===== config.mk =====
export PLATFORM = sky130hd
export DESIGN_NAME = dcache_top
export DESIGN_NICKNAME = d
export VERILOG_FILES = /design/src/rtl/dcache_pkg.sv /design/src/rtl/cache_wr_if.sv /design/src/rtl/dcache_lookup.sv /design/src/rtl/dcache_miss_ctrl.sv /design/src/rtl/dcache_resp.sv /design/src/rtl/dcache_top.sv /design/src/rtl/sdp_ram.sv
export SDC_FILE = /design/constraint.sdc
export NUM_CORES = 2
export LEC_CHECK = 0
export BUFFER_PORTS_ARGS = -buffer_cell sky130_fd_sc_hd__buf_4
export CORE_MARGIN = 2
export CORE_UTILIZATION = 45
export DETAILED_ROUTE_END_ITERATION = 10
export MAX_ROUTING_LAYER = met4
export PLACE_DENSITY = 0.59
export SLEW_MARGIN = 20
export SYNTH_ARGS = -nofsm -noshare
export SYNTH_HDL_FRONTEND = slang
export SYNTH_SLANG_ARGS = --single-unit

===== constraint.sdc =====
create_clock -name clk -period 48.1 [get_ports clk]
set_clock_uncertainty 0.15 [all_clocks]
set_input_delay 4.81 -clock clk [delete_from_list [all_inputs] [get_ports clk]]
set_output_delay 4.81 -clock clk [all_outputs]
set_load 0.1 [all_outputs]

===== src/rtl/dcache_pkg.sv =====
`default_nettype none

package dcache_pkg;

    localparam int WAYS       = 2;
    localparam int SETS       = 8;
    localparam int LINE_WORDS = 4;

    localparam int WORD_OFF_W = $clog2(LINE_WORDS);
    localparam int INDEX_W    = $clog2(SETS);
    localparam int LINE_OFF_W = WORD_OFF_W + 2;   // byte offset inside a line
    localparam int TAG_W      = 32 - INDEX_W - LINE_OFF_W;
    localparam int WAY_W      = $clog2(WAYS);

    typedef logic [31:0] word_t;
    typedef logic [INDEX_W-1:0] index_t;
    typedef logic [WAY_W-1:0] way_t;
    typedef word_t [LINE_WORDS-1:0] line_t;

    typedef struct packed {
        logic             valid;
        logic             dirty;
        logic [TAG_W-1:0] tag;
    } tag_t;

    typedef enum logic [2:0] {LW, LH, LHU, LB, LBU} load_kind_t;

    // request as it leaves the compare stage
    typedef struct packed {
        logic       valid;
        logic       write;
        word_t      addr;
        word_t      wdata;
        logic [3:0] byteen;
        load_kind_t kind;
        logic       miss;
        way_t       hit_way;
        way_t       victim_way;
        logic       need_wb;    // victim is dirty and the set is full
        line_t      hit_line;
        line_t      victim_line;
        word_t      wb_addr;
    } stage_entry_t;

    function automatic index_t line_index(input word_t addr);
        return addr[LINE_OFF_W +: INDEX_W];
    endfunction

    function automatic logic [TAG_W-1:0] line_tag(input word_t addr);
        return addr[31 -: TAG_W];
    endfunction

    function automatic logic [WORD_OFF_W-1:0] word_offset(input word_t addr);
        return addr[2 +: WORD_OFF_W];
    endfunction

endpackage

`default_nettype wire


===== src/rtl/cache_wr_if.sv =====
`timescale 1ns/100ps
`default_nettype none

// one write into the tag and data RAMs of every way, shared index
interface cache_wr_if;

    logic [dcache_pkg::WAYS-1:0] tag_we;
    logic [dcache_pkg::WAYS-1:0] data_we;
    dcache_pkg::index_t          waddr;
    dcache_pkg::tag_t            tag_wdata;
    dcache_pkg::line_t           data_wdata;

    modport ctrl (output tag_we, data_we, waddr, tag_wdata, data_wdata);
    modport ram  (input  tag_we, data_we, waddr, tag_wdata, data_wdata);

endinterface

`default_nettype wire


===== src/rtl/dcache_lookup.sv =====
`timescale 1ns/100ps
`default_nettype none

module dcache_lookup (
    input  logic                     clk,
    input  logic                     rst,
    input  logic                     req_valid,
    input  logic                     req_write,
    input  dcache_pkg::word_t        req_addr,
    input  dcache_pkg::word_t        req_wdata,
    input  logic [3:0]               req_byteen,
    input  dcache_pkg::load_kind_t   req_kind,
    input  logic                     stall,
    cache_wr_if.ram                  wr,
    output dcache_pkg::stage_entry_t entry
);

    typedef struct packed {
        logic                   valid;
        logic                   write;
        dcache_pkg::word_t      addr;
        dcache_pkg::word_t      wdata;
        logic [3:0]             byteen;
        dcache_pkg::load_kind_t kind;
    } req_t;

    req_t idx_q, cmp_q;     // index stage, compare stage
    dcache_pkg::index_t rd_index, cmp_index;
    dcache_pkg::tag_t  [dcache_pkg::WAYS-1:0] tag_q, tag_r;
    dcache_pkg::line_t [dcache_pkg::WAYS-1:0] line_q, line_r;
    logic [dcache_pkg::WAYS-1:0] fwd_tag_we, fwd_data_we, hit;
    dcache_pkg::tag_t  fwd_tag;
    dcache_pkg::line_t fwd_line;
    logic [dcache_pkg::SETS-1:0] lru;   // way that was used least recently
    logic all_valid, miss;
    dcache_pkg::way_t hit_way, victim, used_way;
    dcache_pkg::stage_entry_t entry_d;

    assign rd_index  = dcache_pkg::line_index(idx_q.addr);
    assign cmp_index = dcache_pkg::line_index(cmp_q.addr);

    always_ff @(posedge clk) begin
        if (rst) begin
            idx_q.valid <= 1'b0;
            cmp_q.valid <= 1'b0;
        end else if (!stall) begin
            idx_q <= '{req_valid, req_write, req_addr, req_wdata, req_byteen, req_kind};
            cmp_q <= idx_q;
        end
    end

    for (genvar w = 0; w < dcache_pkg::WAYS; w++) begin : g_way
        sdp_ram #(.payload_t(dcache_pkg::tag_t), .DEPTH(dcache_pkg::SETS)) tag_ram (
            .clk(clk), .we(wr.tag_we[w]), .waddr(wr.waddr), .wdata(wr.tag_wdata),
            .ren(!stall), .raddr(rd_index), .rdata(tag_q[w])
        );
        sdp_ram #(.payload_t(dcache_pkg::line_t), .DEPTH(dcache_pkg::SETS)) data_ram (
            .clk(clk), .we(wr.data_we[w]), .waddr(wr.waddr), .wdata(wr.data_wdata),
            .ren(!stall), .raddr(rd_index), .rdata(line_q[w])
        );
    end

    // a write racing the RAM read is lost by the read-first port, keep it aside
    always_ff @(posedge clk) begin
        if (rst) begin
            fwd_tag_we  <= '0;
            fwd_data_we <= '0;
        end else if (!stall) begin
            fwd_tag_we  <= wr.tag_we & {dcache_pkg::WAYS{wr.waddr == rd_index}};
            fwd_data_we <= wr.data_we & {dcache_pkg::WAYS{wr.waddr == rd_index}};
        end
    end

    always_ff @(posedge clk) begin
        if (!stall) begin
            fwd_tag  <= wr.tag_wdata;
            fwd_line <= wr.data_wdata;
        end
    end

    always_comb begin
        all_valid = 1'b1;
        for (int w = 0; w < dcache_pkg::WAYS; w++) begin
            tag_r[w]  = fwd_tag_we[w] ? fwd_tag : tag_q[w];
            line_r[w] = fwd_data_we[w] ? fwd_line : line_q[w];
            if (wr.tag_we[w] && wr.waddr == cmp_index) tag_r[w] = wr.tag_wdata;
            if (wr.data_we[w] && wr.waddr == cmp_index) line_r[w] = wr.data_wdata;
            hit[w] = tag_r[w].valid && tag_r[w].tag == dcache_pkg::line_tag(cmp_q.addr);
            all_valid = all_valid & tag_r[w].valid;
        end
    end

    // lowest invalid way wins over the lru choice
    always_comb begin
        hit_way = '0;
        victim  = dcache_pkg::way_t'(lru[cmp_index]);
        for (int w = dcache_pkg::WAYS - 1; w >= 0; w--) begin
            if (hit[w]) hit_way = dcache_pkg::way_t'(w);
            if (!tag_r[w].valid) victim = dcache_pkg::way_t'(w);
        end
    end

    assign miss     = ~|hit;
    assign used_way = miss ? victim : hit_way;

    always_ff @(posedge clk) begin
        if (rst) begin
            lru <= '0;
        end else if (!stall && cmp_q.valid) begin
            lru[cmp_index] <= (used_way == '0);   // the other way becomes lru
        end
    end

    always_comb begin
        entry_d.valid       = cmp_q.valid;
        entry_d.write       = cmp_q.write;
        entry_d.addr        = cmp_q.addr;
        entry_d.wdata       = cmp_q.wdata;
        entry_d.byteen      = cmp_q.byteen;
        entry_d.kind        = cmp_q.kind;
        entry_d.miss        = miss;
        entry_d.hit_way     = hit_way;
        entry_d.victim_way  = victim;
        entry_d.need_wb     = tag_r[victim].dirty & all_valid;
        entry_d.hit_line    = line_r[hit_way];
        entry_d.victim_line = line_r[victim];
        entry_d.wb_addr     = {tag_r[victim].tag, cmp_index, {dcache_pkg::LINE_OFF_W{1'b0}}};
    end

    always_ff @(posedge clk) begin
        if (rst) begin
            entry.valid <= 1'b0;
        end else if (!stall) begin
            entry <= entry_d;
        end
    end

    a_one_hit: assert property (@(posedge clk) disable iff (rst)
        cmp_q.valid |-> $onehot0(hit));

endmodule

`default_nettype wire


===== src/rtl/dcache_miss_ctrl.sv =====
`timescale 1ns/100ps
`default_nettype none

module dcache_miss_ctrl (
    input  logic                     clk,
    input  logic                     rst,
    input  dcache_pkg::stage_entry_t entry,
    input  dcache_pkg::line_t        merged_line,
    output logic                     ready,
    output logic                     stall,
    output dcache_pkg::line_t        refill_line,
    cache_wr_if.ctrl                 wr,
    output logic                     ar_valid,
    input  logic                     ar_ready,
    output dcache_pkg::word_t        ar_addr,
    input  logic                     r_valid,
    output logic                     r_ready,
    input  dcache_pkg::word_t        r_data,
    input  logic                     r_last,
    output logic                     aw_valid,
    input  logic                     aw_ready,
    output dcache_pkg::word_t        aw_addr,
    output logic                     w_valid,
    input  logic                     w_ready,
    output dcache_pkg::word_t        w_data,
    output logic                     w_last,
    input  logic                     b_valid
);

    typedef enum logic [2:0] {
        S_SWEEP,
        S_IDLE,
        S_WB_ADDR,
        S_WB_DATA,
        S_WB_RESP,
        S_RD_ADDR,
        S_RD_DATA,
        S_CACHE_WR
    } state_t;

    state_t state, state_d;
    dcache_pkg::index_t sweep_cnt;
    logic [dcache_pkg::WORD_OFF_W-1:0] beat_cnt;
    logic w_beat, r_beat;

    always_comb begin
        state_d = state;
        case (state)
            S_SWEEP:    if (sweep_cnt == dcache_pkg::index_t'(dcache_pkg::SETS - 1)) state_d = S_IDLE;
            S_IDLE: begin
                if (entry.valid && entry.miss) begin
                    state_d = entry.need_wb ? S_WB_ADDR : S_RD_ADDR;
                end
            end
            S_WB_ADDR:  if (aw_ready) state_d = S_WB_DATA;
            S_WB_DATA:  if (w_ready && w_last) state_d = S_WB_RESP;
            S_WB_RESP:  if (b_valid) state_d = S_RD_ADDR;
            S_RD_ADDR:  if (ar_ready) state_d = S_RD_DATA;
            S_RD_DATA:  if (r_valid && r_last) state_d = S_CACHE_WR;
            S_CACHE_WR: state_d = S_IDLE;
            default:    state_d = S_IDLE;
        endcase
    end

    always_ff @(posedge clk) begin
        if (rst) begin
            state     <= S_SWEEP;
            sweep_cnt <= '0;
            beat_cnt  <= '0;
        end else begin
            state <= state_d;
            if (state == S_SWEEP) sweep_cnt <= sweep_cnt + 1'b1;
            if (state == S_IDLE) begin
                beat_cnt <= '0;
            end else if (w_beat || r_beat) begin
                beat_cnt <= beat_cnt + 1'b1;   // wraps back to zero after a burst
            end
        end
    end

    assign w_beat = w_valid && w_ready;
    assign r_beat = r_valid && r_ready;

    always_ff @(posedge clk) begin
        if (r_beat) begin
            refill_line[beat_cnt] <= r_data;
        end
    end

    // pipeline holds until the next idle cycle and for the whole sweep
    assign stall = (state_d != S_IDLE) || (state == S_SWEEP);
    assign ready = (state != S_SWEEP);

    assign aw_valid = (state == S_WB_ADDR);
    assign aw_addr  = entry.wb_addr;
    assign w_valid  = (state == S_WB_DATA);
    assign w_data   = entry.victim_line[beat_cnt];
    assign w_last   = w_valid && (beat_cnt == '1);
    assign ar_valid = (state == S_RD_ADDR);
    assign ar_addr  = {entry.addr[31:dcache_pkg::LINE_OFF_W], {dcache_pkg::LINE_OFF_W{1'b0}}};
    assign r_ready  = (state == S_RD_DATA);

    // the sweep writes invalid tags to every way of one set per cycle
    always_comb begin
        wr.tag_we  = '0;
        wr.data_we = '0;
        case (state)
            S_SWEEP: wr.tag_we = '1;
            S_IDLE: begin
                if (entry.valid && entry.write && !entry.miss) begin  // store hit
                    wr.tag_we[entry.hit_way]  = 1'b1;
                    wr.data_we[entry.hit_way] = 1'b1;
                end
            end
            S_CACHE_WR: begin
                wr.tag_we[entry.victim_way]  = 1'b1;
                wr.data_we[entry.victim_way] = 1'b1;
            end
            default: ;
        endcase
    end

    assign wr.waddr            = (state == S_SWEEP) ? sweep_cnt : dcache_pkg::line_index(entry.addr);
    assign wr.tag_wdata.valid  = (state != S_SWEEP);
    assign wr.tag_wdata.dirty  = entry.write;
    assign wr.tag_wdata.tag    = dcache_pkg::line_tag(entry.addr);
    assign wr.data_wdata       = merged_line;

    // the last read beat must land on the last word of the refill buffer
    a_rlast_on_fourth: assert property (@(posedge clk) disable iff (rst)
        r_beat |-> (r_last == (beat_cnt == '1)));
    a_addr_held: assert property (@(posedge clk) disable iff (rst)
        (ar_valid && !ar_ready) || (aw_valid && !aw_ready) |=>
            $stable(ar_addr) && $stable(aw_addr));

endmodule

`default_nettype wire


===== src/rtl/dcache_resp.sv =====
`timescale 1ns/100ps
`default_nettype none

module dcache_resp (
    input  dcache_pkg::stage_entry_t entry,
    input  dcache_pkg::line_t        refill_line,
    input  logic                     stall,
    output dcache_pkg::line_t        merged_line,
    output logic                     resp_valid,
    output dcache_pkg::word_t        resp_rdata
);

    dcache_pkg::line_t base_line;
    logic [dcache_pkg::WORD_OFF_W-1:0] off;
    dcache_pkg::word_t aligned;

    assign off = dcache_pkg::word_offset(entry.addr);

    always_comb begin
        base_line   = entry.miss ? refill_line : entry.hit_line;
        merged_line = base_line;
        for (int b = 0; b < 4; b++) begin
            if (entry.write && entry.byteen[b]) begin
                merged_line[off][8*b +: 8] = entry.wdata[8*b +: 8];
            end
        end
    end

    // move the addressed byte or halfword down to bit 0
    assign aligned = base_line[off] >> {entry.addr[1:0], 3'b000};

    always_comb begin
        case (entry.kind)
            dcache_pkg::LB:  resp_rdata = {{24{aligned[7]}}, aligned[7:0]};
            dcache_pkg::LBU: resp_rdata = {24'b0, aligned[7:0]};
            dcache_pkg::LH:  resp_rdata = {{16{aligned[15]}}, aligned[15:0]};
            dcache_pkg::LHU: resp_rdata = {16'b0, aligned[15:0]};
            default:         resp_rdata = aligned;    // lw
        endcase
    end

    assign resp_valid = entry.valid && !entry.write && !stall;

endmodule

`default_nettype wire


===== src/rtl/dcache_top.sv =====
`timescale 1ns/100ps
`default_nettype none

module dcache_top (
    input  logic                   clk,
    input  logic                   rst,
    input  logic                   req_valid,
    input  logic                   req_write,
    input  dcache_pkg::word_t      req_addr,
    input  dcache_pkg::word_t      req_wdata,
    input  logic [3:0]             req_byteen,
    input  dcache_pkg::load_kind_t req_kind,
    output logic                   ready,
    output logic                   stall,
    output logic                   resp_valid,
    output dcache_pkg::word_t      resp_rdata,
    output logic                   ar_valid,
    input  logic                   ar_ready,
    output dcache_pkg::word_t      ar_addr,
    input  logic                   r_valid,
    output logic                   r_ready,
    input  dcache_pkg::word_t      r_data,
    input  logic                   r_last,
    output logic                   aw_valid,
    input  logic                   aw_ready,
    output dcache_pkg::word_t      aw_addr,
    output logic                   w_valid,
    input  logic                   w_ready,
    output dcache_pkg::word_t      w_data,
    output logic                   w_last,
    input  logic                   b_valid
);

    dcache_pkg::stage_entry_t entry;
    dcache_pkg::line_t        merged_line;
    dcache_pkg::line_t        refill_line;

    cache_wr_if wr_bus ();

    dcache_lookup lookup0 (
        .clk(clk), .rst(rst),
        .req_valid(req_valid), .req_write(req_write), .req_addr(req_addr),
        .req_wdata(req_wdata), .req_byteen(req_byteen), .req_kind(req_kind),
        .stall(stall), .wr(wr_bus.ram), .entry(entry)
    );

    dcache_miss_ctrl miss_ctrl0 (
        .clk(clk), .rst(rst), .entry(entry), .merged_line(merged_line),
        .ready(ready), .stall(stall), .refill_line(refill_line), .wr(wr_bus.ctrl),
        .ar_valid(ar_valid), .ar_ready(ar_ready), .ar_addr(ar_addr),
        .r_valid(r_valid), .r_ready(r_ready), .r_data(r_data), .r_last(r_last),
        .aw_valid(aw_valid), .aw_ready(aw_ready), .aw_addr(aw_addr),
        .w_valid(w_valid), .w_ready(w_ready), .w_data(w_data), .w_last(w_last),
        .b_valid(b_valid)
    );

    dcache_resp resp0 (
        .entry(entry), .refill_line(refill_line), .stall(stall),
        .merged_line(merged_line), .resp_valid(resp_valid), .resp_rdata(resp_rdata)
    );

endmodule

`default_nettype wire


===== src/rtl/sdp_ram.sv =====
`timescale 1ns/100ps
`default_nettype none

module sdp_ram #(
    parameter type payload_t = logic [31:0],
    parameter int  DEPTH     = 8
) (
    input  logic                     clk,
    input  logic                     we,
    input  logic [$clog2(DEPTH)-1:0] waddr,
    input  payload_t                 wdata,
    input  logic                     ren,
    input  logic [$clog2(DEPTH)-1:0] raddr,
    output payload_t                 rdata
);

    payload_t mem [DEPTH];

    always_ff @(posedge clk) begin
        if (we) begin
            mem[waddr] <= wdata;
        end
    end

    // registered read, returns the old contents on a same-address write
    always_ff @(posedge clk) begin
        if (ren) begin
            rdata <= mem[raddr];
        end
    end

    a_waddr_known: assert property (@(posedge clk) we |-> !$isunknown(waddr));

endmodule

`default_nettype wire


Yosys cells after proc, flatten, opt, wreduce, memory -nomap -nowiden

Memories as Yosys holds them, arrays and structs flattened. A register that Yosys moved wholly into a read port is not among the register bits.
Index checks and enable logic that the tools add are counted.
Widths: inputs -> output; s select.

Bits in writable memories: 2,480
Register bits: 810
Output and inout port bits: 136
Memories kept: 4
Input port bits: 113

Memory list:

| name                          | words | bits a word | rd ports | clocked after memory_dff | write ports | RTL line      | text |
|---|---|---|---|---|---|---|---|
| lookup0.g_way[0].data_ram.mem | 8     | 128         | 1        | 1                        | 1           | sdp_ram.sv:17 | `payload_t mem [DEPTH];` |
| lookup0.g_way[1].data_ram.mem | 8     | 128         | 1        | 1                        | 1           | sdp_ram.sv:17 |  |
| lookup0.g_way[0].tag_ram.mem  | 8     | 27          | 1        | 1                        | 1           | sdp_ram.sv:17 |  |
| lookup0.g_way[1].tag_ram.mem  | 8     | 27          | 1        | 1                        | 1           | sdp_ram.sv:17 |  |

Shifts and indexed selects: 1
Eq/ne operators: 18
Add/subtract/negate cells: 2
$lt $le $gt $ge: 12
Reductions and logical operators: 41
Multiplexer cells: 74
Bitwise logic cells: 7

Operators by type and width:

| operator           | count |
|---|---|
| $mux 128           | 13 |
| $bwmux 128         | 5 |
| $demux 32 s2       | 5 |
| $bmux 32 s2        | 2 |
| $mux 32            | 4 |
| $pmux 32 s4        | 1 |
| $mux 27            | 4 |
| $mux 26            | 2 |
| $eq 25x25->1       | 2 |
| $shr 32x5->32      | 1 |
| $mux 3             | 9 |
| $logic_and 1x1->1  | 26 |
| $mux 24            | 1 |
| $pmux 3 s8         | 1 |
| $eq 3x3->1 const B | 6 |
| $mux 1             | 17 |
| $mux 16            | 1 |
| $eq 3x2->1 const B | 4 |
| $bwmux 8           | 1 |
| $logic_not 1->1    | 8 |
| $lt 1x2->1 const B | 4 |
| $mux 8             | 1 |
| $eq 3x1->1 const B | 2 |
| $eq 3x3->1         | 2 |
| 23 further kinds   | 33 |

Depth between registers and ports, before layout

Depth after elaboration: 15
Depth in mapped cells: 14
Gate-level depth less buffers: 10

By module

From an unflattened synthesis, not the netlist that was laid out.

Cells, all modules: 7,328
Area total of the unflattened synthesis: 147,363.8 sq um

Modules (own cells, without submodules):

| module                                   | times used | cells each | area an instance (sq um) | sequential area each (sq um) |
|---|---|---|---|---|
| sdp_ram at lookup0.g_way[0].data_ram ... | 2          | 1,620      | 42,836.1                 | 34,593.2 |
| dcache_lookup                            | 1          | 2,240      | 31,096.1                 | 19,999.2 |
| sdp_ram at lookup0.g_way[0].tag_ram ...  | 2          | 352        | 9,182.6                  | 7,297.0 |
| dcache_miss_ctrl                         | 1          | 481        | 6,939.2                  | 4,003.8 |
| dcache_resp                              | 1          | 663        | 5,291.3                  | 0.0 |

Worst setup path before layout

OpenSTA, ideal clock, no wires.

Kind: register -> register
Start: register lookup0.entry[291] (netlist name)
End: register lookup0.cmp_q (netlist bit lookup0.cmp_index[0]) (enable)
Cell stages (with the launch flop): 11
Slack: 10.256 ns
Setup time: 1.370 ns
Buffers on the path: 4
Data arrival time: 36.324 ns
Data required time: 46.580 ns
Cells stage by stage: edfxtp_1 clkbuf_1 clkbuf_1 nand2_1 nand2_1 nand2_1 and2_1 clkbuf_1 inv_1 clkbuf_1 nor2_1

Word-level cells in the longest chain between the ends: 7

Ends and longest elaborated chain:

| element                           | RTL line               | text |
|---|---|---|
| $logic_and 1x1->1                 | dcache_miss_ctrl.sv:51 | `if (entry.valid && entry.miss) begin` |
| $mux 3                            | dcache_miss_ctrl.sv:51 |  |
| $pmux 3 s8                        | dcache_miss_ctrl.sv:48 | `case (state)` |
| $ne 3x1->1                        | dcache_miss_ctrl.sv:91 | `assign stall = (state_d != S_IDLE) \|\| (state == S_SWEEP);` |
| $logic_or 1x1->1                  | dcache_miss_ctrl.sv:91 |  |
| net stall                         | dcache_top.sv:14       | `output logic stall,` |
| $not 1->1 (no source line)        | --                     |  |
| $reduce_and 2->1 (no source line) | --                     |  |
| end signal, assigned              | dcache_lookup.sv:48    | `cmp_q <= idx_q;` |
| end, declared                     | dcache_lookup.sv:27    | `req_t idx_q, cmp_q;` |

The timed path passes the listed nets, and every way through them passes these cells.
A chain may end at the register's enable or synchronous reset.

Worst setup path after layout

Start: register lookup0.entry[291] (netlist name)
End: output port resp_rdata[18]

Word-level cells in the longest chain between the ends: 5

Ends and longest elaborated chain:

| element                       | RTL line          | text |
|---|---|---|
| $mux 128                      | dcache_resp.sv:20 | `base_line = entry.miss ? refill_line : entry.hit_line;` |
| $bmux 32 s2                   | dcache_resp.sv:30 | `assign aligned = base_line[off] >> {entry.addr[1:0], 3'b000};` |
| $mux 32 (not written as such) | dcache_resp.sv:30 |  |
| $shr 32x5->32                 | dcache_resp.sv:30 |  |
| $pmux 32 s4                   | dcache_resp.sv:33 | `case (entry.kind)` |
| end, declared                 | dcache_top.sv:16  | `output dcache_pkg::word_t resp_rdata,` |

No other way between the ends. The select of a mux whose other input is x is not followed.

==> summary.md <==
| Metric | Value |
|---|---|
| Crit path max-delay cell type | mux2i_1 |
| Endpoints failing hold | 0 |
| CTS tree | yes |
| GR Layer Usage met2 | 37.47% |
| RSZ-0062 raised after global routing | no |
| Synth-to-Final Area Change | 13.37% |
| PD cells | 38.62 nW/um2 |
| Dominant synthesized flop cell | edfxtp_1 |
| Most frequent cell after synthesis | edfxtp_1 |
| Met1 Use GR | a little under a third |
| Tmin final | 10.19 ns |
| DR DRC count | 0 |
| Worst slew pin tran | between 1 and 1.5 ns |
| Critical path arrival | about 5.2 ns |
| Crit Path Category | reg2out |
| Met3 usage | 2.878% |
| Vias in the first global route | 73,170 |
| Top cells by area, synth | edfxtp_1, mux4_2, mux2i_1, mux2_2, a21oi_1 |
| Cell leakage power | between 0.05 and 0.06 uW |
| Vias per std cell | between 5 and 6 |
| Final period util | 21.18% |
| Final #Nets | 7,755 |
| Top-Level Pins | ~250 |
| Max incr delay on CP | approximately 0.63 ns |
| Syn Inst Count | 7,234 |
| Fmax | 0.09815 GHz |
| Layout cell share with drive strength beyond 1 | 27.32% |
| Number of synthesized flops with an enable pin | 3,574 |
| Worst skew pair latency | slightly above 0.9 ns |
| CTS buffer count | ~380 |
| Die W | 569.9 um |
| Hold EP | lookup0.cmp_q[15] |
| CP Capture Type | output port |
| Slew Limit Fails | 0 |
| Clock transition at path regs | about 0.06 ns |
| Maximum VDD drop | around 31 uV |
| Filler cells | 25,010 |
| GR Overflow Total | 0 |
| Final setup fails | 0 |
| Detailed Route Iter0 Violations | between 7,000 and 8,000 |
| TNS Setup | 0 ns |
| Core Area | 318,300 um2 |
| Gr busiest metal | met2 |
| Routability Congestion | between 0.8 and 0.9 |
| Worst r2r src | miss_ctrl0.state[0] |
| Core Rows | 207 |
| Post-synthesis register bit count | 3,597 |
| Slew headroom | between 20% and 30% |
| Post-synth top cells | edfxtp_1, mux4_2, mux2i_1, nor2_1, a21oi_1 |
| Setup Fix Bufs, Post-CTS | 0 |
| GRT Util Overall | 23.46% |
| Initial antenna violation count | 18 |
| CTS Buffer Depth | 4 |
| Max cap viols | 0 |
| Synth unique cells | 76 |
| Drt total wl | 372,500 um |
| Die area | 324,800 um2 |
| Starting Density | 45.28% |
| H-tree Lvls | 5 |
| DP HPWL | 201,900 um |
| Ordered cell list for the critical path | buf_4, buf_12, mux4_2, mux2i_1, mux2_2, mux2i_1, nand2_1, o21ai_0, nand3b_1, o21ai_0, buf_4 |
| Drt wl/cell | 30.70 um |
| CTS resizes | 0 |
| Number of hold buffers added after CTS | 0 |
| Setup crit start kind | flip-flop |
| Worst path required time | 43.14 ns |
| Total chip power | 6310 uW |
| Die Height | between 500 and 600 um |
| Pin count of the biggest net entering global routing | 144 |
| Hold path start | lookup0.idx_q[15] |
| Via count | just over 70,000 |
| WHS Path Cells | 0 |
| First-pass GRT wire length | 535,200 um |
| Placed insts | ~11,000 |
| Top cell type's share of synthesized area | approximately three quarters |
| FFs w/ async S/R, synth | 0% |
| Cell taking the most area after synthesis | edfxtp_1 |
| TritonRoute pass-1 iters | 7 |
| Worst-path fanout max | 78 |
| Register area share after synthesis | 74.78% |
| Worst Hold Class | reg2reg |
| Post-synthesis cell area | 144,100 um2 |
| Final antenna-violating net count | 0 |
| Non-Filler Instances | 12,130 |
| PortBufs | 240 |
| Status | complete, no violations |
| Yosys warning total | 0 |
| Clock Sinks | 3,597 |
| Root Buffer | clkbuf_16 |
| Mean Syn Cell Area | 19.92 um2 |
| Cells on worst reg2reg path | 12 |
| Reg2Reg Setup Slack | 40.90 ns |
| Critical register-to-register path endpoint | lookup0.entry[284] |
-- sequential cells by signal, indices dropped and copies added (netlist names) --
name,count
lookup0.cmp_index,3
lookup0.cmp_q,70
lookup0.entry,358
lookup0.fwd_data_we,2
lookup0.fwd_line,128
lookup0.fwd_tag,27
lookup0.fwd_tag_we,2
lookup0.g_way.data_ram.mem,2048
lookup0.g_way.data_ram.rdata,256
lookup0.g_way.tag_ram.mem,432
lookup0.g_way.tag_ram.rdata,54
lookup0.idx_q,73
lookup0.lru,8
miss_ctrl0.beat_cnt,2
miss_ctrl0.refill_line,128
miss_ctrl0.state,3
miss_ctrl0.sweep_cnt,3
-- layer usage --
layer / wire length (um) / share of wire [%]
met1: 157600 / 42
met5: 0 / 0
met2: 182600 / 49
met3: 21900 / 5.9
met4: 10340 / 2.8
-- where the power goes --
group / switching [uW] / internal, uW
clock network: 1200 / 1600
registers: 5.29 / 3420
logic: 52.2 / 25.4
-- stage by stage --
stage | area (um2) | util (%) | worst slack, ns | hold slack [ns]
after global routing | 163400 | 51.33 | 37.70 | 0.2142
after floorplan | 144200 | - | 10.26 | 0.2503
after detailed placement | 151500 | 47.58 | 38.87 | 0.2545
after global placement | 151400 | 47.57 | 38.89 | 0.2521
after CTS | 163300 | 51.29 | 37.86 | 0.2117
final | 163400 | 51.33 | 37.91 | 0.2021
-- final cells by class --
cell class,count,area (um2),area share (%)
Clock inverter,214,1942,1.188
Sequential cell,3597,107800,65.97
Clock buffer,468,9871,6.041
Inverter,29,116.4,0.07121
Multi-Input combinational cell,3147,34500,21.11
Timing Repair Buffer,485,3916,2.397
Antenna cell,11,27.53,0.01685
Tap cell,4180,5230,3.201
-- worst max path at each step --
stage,startpoint,endpoint,slack (ns),cells past startpoint
6_report,lookup0.entry[291],resp_rdata[18],37.91,11
5_1_grt,lookup0.entry[291],resp_rdata[28],37.70,11
4_1_cts,lookup0.entry[291],resp_rdata[31],37.86,11
3_5_place_dp,lookup0.entry[291],resp_rdata[31],38.87,11
3_3_place_gp,lookup0.entry[291],resp_rdata[21],38.89,11
2_1_floorplan,lookup0.entry[291],lookup0.cmp_index[0],10.26,10
-- worst max-delay path: cells and delay by family, from the launching register on --
kind	cells	cell delay (ns)
simple gates	2	0.51
compound gates	2	0.30
mux	4	1.67
buf+inv	3	1.40
flops	1	0.34
-- kinds of logic after synthesis --
family	count (synthesis)	share of synthesized area, %
compound gates	631	2.446
xor+xnor	32	0.1945
fa+ha+maj	6	0.05209
buf+inv	497	1.631
flops	3597	74.78
mux	1766	18.78
other cells	1	0.002602
simple gates	704	2.108
-- cells in the final DEF, fill, tap and decap left out, types with 27 or more instances in the layout --
cell type,instances
clkinv_2,63
inv_1,28
nand3_1,35
buf_4,463
clkbuf_16,381
mux2_2,345
mux4_2,716
nor2_1,403
edfxtp_1,3574
o21ai_0,104
nor2_4,33
mux2i_1,705
clkinv_1,92
clkbuf_1,86
a21oi_1,377
bufinv_16,27
nand2_1,103
a21oi_2,35
Power figures use the tool's default switching activity.
